===== src/verilog/rv_exec_pkg.sv =====
`default_nettype none

package rv_exec_pkg;

    parameter int unsigned XLEN = 32;

    typedef logic [XLEN-1:0] word_t;
    typedef logic [4:0]      reg_addr_t;

    // major opcodes kept by this core
    localparam logic [6:0] OPC_OP     = 7'b0110011;
    localparam logic [6:0] OPC_OP_IMM = 7'b0010011;
    localparam logic [6:0] OPC_LUI    = 7'b0110111;
    localparam logic [6:0] OPC_AUIPC  = 7'b0010111;

    typedef enum logic [3:0] {
        ALU_ADD,
        ALU_SUB,
        ALU_SLL,
        ALU_SLT,
        ALU_SLTU,
        ALU_XOR,
        ALU_SRL,
        ALU_SRA,
        ALU_OR,
        ALU_AND,
        ALU_PASS_B
    } alu_op_e;

    // decode stage to execute stage
    typedef struct packed {
        logic      illegal;
        word_t     pc;
        word_t     inst;
        reg_addr_t rs1;
        reg_addr_t rs2;
        reg_addr_t rd;
        logic      rd_wen;
        alu_op_e   alu_op;
        logic      a_is_pc;
        logic      b_is_imm;
        word_t     imm;
    } dec_t;

    // one record per retired instruction
    typedef struct packed {
        word_t     pc;
        word_t     inst;
        logic      rd_wen;
        reg_addr_t rd;
        word_t     rd_wdata;
        logic      illegal;
    } retire_t;

endpackage

`default_nettype wire


===== src/verilog/pipe_reg.sv =====
`timescale 1ns/1ps
`default_nettype none

module pipe_reg #(
    parameter type T = logic
) (
    input  wire  i_clk,
    input  wire  i_rst_n,
    input  wire  i_valid,
    output logic o_ready,
    input  wire  T i_data,
    output logic o_valid,
    input  wire  i_ready,
    output T     o_data
);

    logic full;
    T     data_q;

    // take new data when empty or when draining this cycle
    assign o_ready = i_ready || !full;

    always_ff @(posedge i_clk or negedge i_rst_n) begin
        if (!i_rst_n) begin
            full <= 1'b0;
        end else if (o_ready) begin
            full <= i_valid;
        end
    end

    always_ff @(posedge i_clk) begin
        if (o_ready && i_valid) begin
            data_q <= i_data;
        end
    end

    assign o_valid = full;
    assign o_data  = data_q;

endmodule

`default_nettype wire


===== src/verilog/inst_decoder.sv =====
`timescale 1ns/1ps
`default_nettype none

module inst_decoder
    import rv_exec_pkg::*;
#(
    parameter word_t RESET_PC = '0
) (
    input  wire        i_clk,
    input  wire        i_rst_n,
    input  wire word_t i_inst,
    input  wire        i_accept,
    output dec_t       o_dec
);

    word_t      pc;
    logic [6:0] opcode;
    logic [2:0] funct3;
    logic [6:0] funct7;
    logic       f7_zero;
    logic       f7_alt;
    logic       shift;
    logic       legal;
    alu_op_e    f3_op;
    word_t      imm_i;
    word_t      imm_u;

    always_ff @(posedge i_clk or negedge i_rst_n) begin
        if (!i_rst_n) begin
            pc <= RESET_PC;
        end else if (i_accept) begin
            pc <= pc + 32'd4;
        end
    end

    assign opcode  = i_inst[6:0];
    assign funct3  = i_inst[14:12];
    assign funct7  = i_inst[31:25];
    assign f7_zero = (funct7 == 7'b0000000);
    assign f7_alt  = (funct7 == 7'b0100000);
    assign shift   = (funct3 == 3'b001) || (funct3 == 3'b101);
    assign imm_i   = {{20{i_inst[31]}}, i_inst[31:20]};
    assign imm_u   = {i_inst[31:12], 12'h000};

    // funct3 map shared by OP and OP-IMM
    always_comb begin
        case (funct3)
            3'b000:  f3_op = ALU_ADD;
            3'b001:  f3_op = ALU_SLL;
            3'b010:  f3_op = ALU_SLT;
            3'b011:  f3_op = ALU_SLTU;
            3'b100:  f3_op = ALU_XOR;
            3'b101:  f3_op = f7_alt ? ALU_SRA : ALU_SRL;
            3'b110:  f3_op = ALU_OR;
            default: f3_op = ALU_AND;
        endcase
    end

    always_comb begin
        legal          = 1'b0;
        o_dec.pc       = pc;
        o_dec.inst     = i_inst;
        o_dec.rs1      = i_inst[19:15];
        o_dec.rs2      = i_inst[24:20];
        o_dec.rd       = i_inst[11:7];
        o_dec.alu_op   = f3_op;
        o_dec.a_is_pc  = 1'b0;
        o_dec.b_is_imm = 1'b1;
        o_dec.imm      = imm_i;
        case (opcode)
            OPC_OP: begin
                o_dec.b_is_imm = 1'b0;
                legal = f7_zero || (f7_alt && (funct3 == 3'b000 || funct3 == 3'b101));
                if (funct3 == 3'b000 && f7_alt) begin
                    o_dec.alu_op = ALU_SUB;
                end
            end
            // immediate shifts carry funct7 in the upper imm bits
            OPC_OP_IMM: legal = !shift || f7_zero || (f7_alt && funct3 == 3'b101);
            OPC_LUI: begin
                legal        = 1'b1;
                o_dec.alu_op = ALU_PASS_B;
                o_dec.imm    = imm_u;
            end
            OPC_AUIPC: begin
                legal         = 1'b1;
                o_dec.alu_op  = ALU_ADD;
                o_dec.a_is_pc = 1'b1;
                o_dec.imm     = imm_u;
            end
            default: legal = 1'b0;
        endcase
        o_dec.illegal = !legal;
        o_dec.rd_wen  = legal;
        if (!legal) begin
            o_dec.alu_op = ALU_ADD;
        end
    end

endmodule

`default_nettype wire


===== src/verilog/reg_file.sv =====
`timescale 1ns/1ps
`default_nettype none

module reg_file
    import rv_exec_pkg::*;
(
    input  wire            i_clk,
    input  wire reg_addr_t i_rs1,
    input  wire reg_addr_t i_rs2,
    output word_t          o_rs1_data,
    output word_t          o_rs2_data,
    input  wire            i_wen,
    input  wire reg_addr_t i_rd,
    input  wire word_t     i_wdata
);

    word_t regs [32];

    always_ff @(posedge i_clk) begin
        if (i_wen) begin
            regs[i_rd] <= i_wdata;
        end
    end

    // x0 may hold a written value, masked on read
    assign o_rs1_data = (i_rs1 == '0) ? '0 : regs[i_rs1];
    assign o_rs2_data = (i_rs2 == '0) ? '0 : regs[i_rs2];

endmodule

`default_nettype wire


===== src/verilog/int_alu.sv =====
`timescale 1ns/1ps
`default_nettype none

module int_alu
    import rv_exec_pkg::*;
(
    input  wire alu_op_e i_op,
    input  wire word_t   i_a,
    input  wire word_t   i_b,
    output word_t        o_result
);

    logic       sub;
    word_t      b_inv;
    word_t      sum;
    logic       carry;
    logic       lt;
    logic       ltu;
    logic [4:0] shamt;
    logic       sign;
    word_t      sl [0:5];
    word_t      sr [0:5];

    // compares reuse the subtractor
    assign sub   = (i_op == ALU_SUB) || (i_op == ALU_SLT) || (i_op == ALU_SLTU);
    assign b_inv = i_b ^ {XLEN{sub}};
    assign {carry, sum} = {1'b0, i_a} + {1'b0, b_inv} + {{XLEN{1'b0}}, sub};

    // no borrow out means a >= b unsigned
    assign ltu = !carry;
    assign lt  = (i_a[XLEN-1] ^ i_b[XLEN-1]) ? i_a[XLEN-1] : sum[XLEN-1];

    assign shamt = i_b[4:0];
    assign sign  = (i_op == ALU_SRA) && i_a[XLEN-1];

    // five levels per direction, 16 8 4 2 1
    always_comb begin
        sl[5] = i_a;
        sr[5] = i_a;
        for (int k = 4; k >= 0; k--) begin
            sl[k] = shamt[k] ? (sl[k+1] << (1 << k)) : sl[k+1];
            sr[k] = shamt[k] ? word_t'({{XLEN{sign}}, sr[k+1]} >> (1 << k)) : sr[k+1];
        end
    end

    always_comb begin
        case (i_op)
            ALU_ADD,
            ALU_SUB:    o_result = sum;
            ALU_SLL:    o_result = sl[0];
            ALU_SLT:    o_result = word_t'(lt);
            ALU_SLTU:   o_result = word_t'(ltu);
            ALU_XOR:    o_result = i_a ^ i_b;
            ALU_SRL,
            ALU_SRA:    o_result = sr[0];
            ALU_OR:     o_result = i_a | i_b;
            ALU_AND:    o_result = i_a & i_b;
            ALU_PASS_B: o_result = i_b;
            default:    o_result = sum;
        endcase
    end

endmodule

`default_nettype wire


===== src/verilog/exec_stage.sv =====
`timescale 1ns/1ps
`default_nettype none

module exec_stage
    import rv_exec_pkg::*;
(
    input  wire       i_clk,
    input  wire dec_t i_dec,
    input  wire       i_commit,
    output retire_t   o_ret
);

    word_t rs1_data;
    word_t rs2_data;
    word_t op_a;
    word_t op_b;
    word_t result;

    // write lands on the edge the record moves on
    reg_file u_reg_file (
        .i_clk      (i_clk),
        .i_rs1      (i_dec.rs1),
        .i_rs2      (i_dec.rs2),
        .o_rs1_data (rs1_data),
        .o_rs2_data (rs2_data),
        .i_wen      (i_commit && i_dec.rd_wen),
        .i_rd       (i_dec.rd),
        .i_wdata    (result)
    );

    assign op_a = i_dec.a_is_pc ? i_dec.pc : rs1_data;
    assign op_b = i_dec.b_is_imm ? i_dec.imm : rs2_data;

    int_alu u_int_alu (
        .i_op     (i_dec.alu_op),
        .i_a      (op_a),
        .i_b      (op_b),
        .o_result (result)
    );

    always_comb begin
        o_ret.pc       = i_dec.pc;
        o_ret.inst     = i_dec.inst;
        o_ret.rd_wen   = i_dec.rd_wen;
        o_ret.rd       = i_dec.rd;
        // zero when nothing is written back
        o_ret.rd_wdata = i_dec.rd_wen ? result : '0;
        o_ret.illegal  = i_dec.illegal;
    end

endmodule

`default_nettype wire


===== src/verilog/rv_exec_core.sv =====
`timescale 1ns/1ps
`default_nettype none

module rv_exec_core
    import rv_exec_pkg::*;
#(
    parameter word_t RESET_PC = '0
) (
    input  wire        i_clk,
    input  wire        i_rst_n,
    input  wire        i_inst_valid,
    output logic       o_inst_ready,
    input  wire word_t i_inst,
    output logic       o_ret_valid,
    input  wire        i_ret_ready,
    output retire_t    o_ret
);

    dec_t    dec_in;
    dec_t    dec_out;
    logic    dec_valid;
    logic    ret_in_ready;
    retire_t ret_in;

    inst_decoder #(
        .RESET_PC (RESET_PC)
    ) u_decoder (
        .i_clk    (i_clk),
        .i_rst_n  (i_rst_n),
        .i_inst   (i_inst),
        .i_accept (i_inst_valid & o_inst_ready),
        .o_dec    (dec_in)
    );

    pipe_reg #(.T(dec_t)) dec_pipe (
        .i_clk   (i_clk),
        .i_rst_n (i_rst_n),
        .i_valid (i_inst_valid),
        .o_ready (o_inst_ready),
        .i_data  (dec_in),
        .o_valid (dec_valid),
        .i_ready (ret_in_ready),
        .o_data  (dec_out)
    );

    exec_stage u_exec (
        .i_clk    (i_clk),
        .i_dec    (dec_out),
        .i_commit (dec_valid & ret_in_ready),
        .o_ret    (ret_in)
    );

    pipe_reg #(.T(retire_t)) ret_pipe (
        .i_clk   (i_clk),
        .i_rst_n (i_rst_n),
        .i_valid (dec_valid),
        .o_ready (ret_in_ready),
        .i_data  (ret_in),
        .o_valid (o_ret_valid),
        .i_ready (i_ret_ready),
        .o_data  (o_ret)
    );

endmodule

`default_nettype wire


===== config.mk =====
export PLATFORM = sky130hd
export DESIGN_NAME = rv_exec_core
export DESIGN_NICKNAME = d
export VERILOG_FILES = /design/src/verilog/rv_exec_pkg.sv /design/src/verilog/pipe_reg.sv /design/src/verilog/inst_decoder.sv /design/src/verilog/reg_file.sv /design/src/verilog/int_alu.sv /design/src/verilog/exec_stage.sv /design/src/verilog/rv_exec_core.sv
export SDC_FILE = /design/constraint.sdc
export NUM_CORES = 2
export LEC_CHECK = 0
export BUFFER_PORTS_ARGS = -buffer_cell sky130_fd_sc_hd__buf_2
export CELL_PAD_IN_SITES_DETAIL_PLACEMENT = 1
export CELL_PAD_IN_SITES_GLOBAL_PLACEMENT = 1
export CORE_UTILIZATION = 51
export DETAILED_ROUTE_END_ITERATION = 10
export PLACE_DENSITY = 0.78
export SLEW_MARGIN = 15
export SYNTH_ARGS = -nofsm -noshare
export SYNTH_HDL_FRONTEND = slang
export SYNTH_SLANG_ARGS = --single-unit

===== constraint.sdc =====
create_clock -name i_clk -period 10.3 [get_ports i_clk]
set_clock_uncertainty 0.2 [all_clocks]
set_input_delay 1.03 -clock i_clk [delete_from_list [all_inputs] [get_ports i_clk]]
set_output_delay 1.03 -clock i_clk [all_outputs]
set_load 0.02 [all_outputs]

==> run summary <==
status -> finished clean
largest family of logic cells by synthesized area -> multiplexers
I/O pin count -> 141
initial core utilization -> 51.6%
Yosys warnings -> 0
Cell Count, Final, Fillers Out -> 6235
Rel. slew slack -> 6.42%
DR vias -> 47.2k
Syn Area/Cell -> 14.9 um2
routed wire length -> 265000 um
Worst-Skew Late Latency -> 790 ps
RSZ-0062 raised after global routing -> no
post-synthesis sequential area ratio -> 57.9%
commonest non-fill, non-tap cell in the layout -> edfxtp_1
maximum clock frequency -> 114 MHz
Die Area -> 129000 um2
Synth Flop Type -> edfxtp_1
DP HPWL -> 166000 um
global-route wire length before repair -> 368000 um
Period minus WS final -> 8790 ps
Peak VDD IR -> 0.000179 V
post-synthesis xor/xnor area fraction -> 1.13%
H-tree depth -> 4
core area -> 126000 um2
Setup crit end kind -> register
post-cts resize count -> 0
ranking of synthesized cells by area -> edfxtp_1 (56%), mux4_2 (14%), mux2i_1 (3.9%)
Worst Setup Start Kind -> register
vias in the first global route -> 47.5k
compound-gate portion of the synthesized area -> 9.27%
# DRC -> 0
top-area cell type share of the netlist area -> 56.4%
pwr/cell area -> 198 nW/um2
post-CTS setup buffer count -> 0
static leakage -> 24.8 nW
Syn Inst Count -> 4353
Worst-path clk slew -> 60 ps
Slew Viols, Final -> 0
clk sinks -> 1263
Critical Path Max Stage Delay -> 1020 ps
grt total ovfl -> 0
GRT Util Overall -> 40.7%
Critical Path Fanout Max -> 38
Die Y -> 359 um
cell taking the most area after synthesis -> edfxtp_1
# rows -> 130
post-synthesis register bit count -> 1263
met3 global-route usage -> 12.0%
Worst EP required -> 10330 ps
Synth Area in Adders -> 1.90%
# setup viols final -> 0
Final GP Congestion -> 0.997
multiplexer area fraction after synthesis -> 20.5%
placed insts -> 5999
DRT antenna net count -> 0
area grow syn2layout -> 11.1%
post-layout net count -> 4620
gr busiest metal -> met2
final hold viol count -> 0
drt initial violations -> 7569
max cap viols -> 0
initial antenna violation count -> 10
CTS tree -> built
slowest CP cell -> dfxtp_1
Post-synth ARST share -> 2.53%
largest net degree at the start of global routing -> 110
Layout Utilization -> 57.3%
Synth Cell Area -> 65000 um2
met1 Usage GRT -> 50.7%
die width -> 359 um
Synth Area in Simple Gates -> 6.05%
crit share post-route -> 85.3%
Worst-Margin Slew -> 1400 ps
CTS buffer count -> 135
hold_buf cts -> 0
vias per cell -> 7.57
WL/cell -> 42.5 um
layout cell share with drive strength beyond 1 -> 24.6%
worst min-delay path class -> input pin to async pin
port bufs -> 138
GR met2 Demand/Resource -> 60.9%
Distinct cells, synth -> 86
WP data arrival -> 8820 ps
DR pass1 iterations -> 7
most frequent cells in the layout -> edfxtp_1 (1221), mux4_2 (407), nand2_1 (324)
root buf cell -> clkbuf_16
Hold Slack -> 143 ps
Post-synth EDFFs -> 1221
final setup TNS -> 0 ps
fillers -> 11.7k
clock buffer depth -> 3
Cell Chain, Critical Path -> inv_2 -> nor2_1 -> a221o_2 -> inv_2 -> buf_4 -> xnor2_1 -> fa_1 -> a211o_1 -> a2111oi_0 -> nor3_1 -> o211ai_1 -> a21oi_1 -> a21oi_1 -> xnor2_1 -> a2111oi_2 -> nand2_1
Setup CP Type -> register to register
path summary, 6_finish.rpt:
| check | from | to | slack, ps | depth (start not counted) |
|---|---|---|---|---|
| setup / recovery | register | u_exec.u_reg_file.regs[26][20] | 1510 | 16 |
| min in group i_clk | dec_pipe.o_data[68] | ret_pipe.o_data[53] | 210 | 0 |
| setup reg to reg | register | u_exec.u_reg_file.regs[26][20] | 1510 | 16 |
| hold reg to reg | dec_pipe.o_data[68] | ret_pipe.o_data[53] | 210 | 0 |
| max in group asynchronous | i_rst_n | u_decoder.pc[3] | 9220 | 1 |
| hold / removal | i_rst_n | u_decoder.pc[21] | 140 | 1 |
area by class of cell:
cell class,count,area (um2),share of cell area [%]
antenna,2,5.00,0.00693
clock buffer,176,3680,5.09
clock inverter,58,699,0.968
inverter,80,303,0.419
multi-input combinational,2691,25700,35.6
sequential,1263,37700,52.2
tap,1650,2060,2.86
timing repair buffer,315,2090,2.90
per-stage QoR:
stage | total power [W] | area [um2] | setup WS (ps)
after floorplan | 0.00814 | 65000 | 3220
after global placement | 0.00927 | 67800 | 1930
after detailed placement | 0.00936 | 67800 | 1810
after CTS | 0.0142 | 72200 | 1720
after global routing | 0.0146 | 72200 | 1440
final | 0.0143 | 72200 | 1510
kinds of logic after synthesis:
kind of cell | after synthesis
multiplexers | 776
adder cells (fa/ha/maj) | 98
other | 1
XOR/XNOR | 84
AO/OA/AOI/OAI | 879
flip-flops | 1263
AND/OR/NAND/NOR | 852
buffers and inverters | 400
synthesized netlist by cell type, drive strengths merged, types with 80 or more instances:
master	count
nand3	102
ha	97
nand2	325
nor2	213
mux2i	253
a22oi	80
edfxtp	1221
o211ai	84
a21oi	161
buf	191
clkbuf	129
o21ai	153
mux2	96
mux4	427
state kept, by name (all words and copies together), names as in the netlist, named ones only:
signal,flops
ret_pipe.o_data,96
ret_pipe.o_valid,1
u_exec.u_reg_file.regs,1024
dec_pipe.o_data,101
dec_pipe.o_valid,1
u_decoder.pc,30
worst max-delay path, delay by kind of cell (launching register included):
| kind | cells | cell delay, ps |
|---|---|---|
| AND/OR/NAND/NOR | 3 | 1950 |
| flip-flops | 1 | 1020 |
| adder cells (fa/ha/maj) | 1 | 460 |
| XOR/XNOR | 2 | 380 |
| buffers and inverters | 3 | 940 |
| AO/OA/AOI/OAI | 7 | 3190 |
where the power goes:
group	internal (W)	switching [W]
sequential	0.00613	0.000114
combinational	0.000950	0.00221
clock	0.00283	0.00210
routing by layer:
| metal | vias up | share of wire, % |
|---|---|---|
| met5 | - | 0.030 |
| met4 | 12 | 8.8 |
| met3 | 1107 | 13 |
| met2 | 3990 | 44 |
| met1 | 24100 | 34 |
| li1 | 18000 | - |
Note: power is estimated with default switching activity, not from simulation.
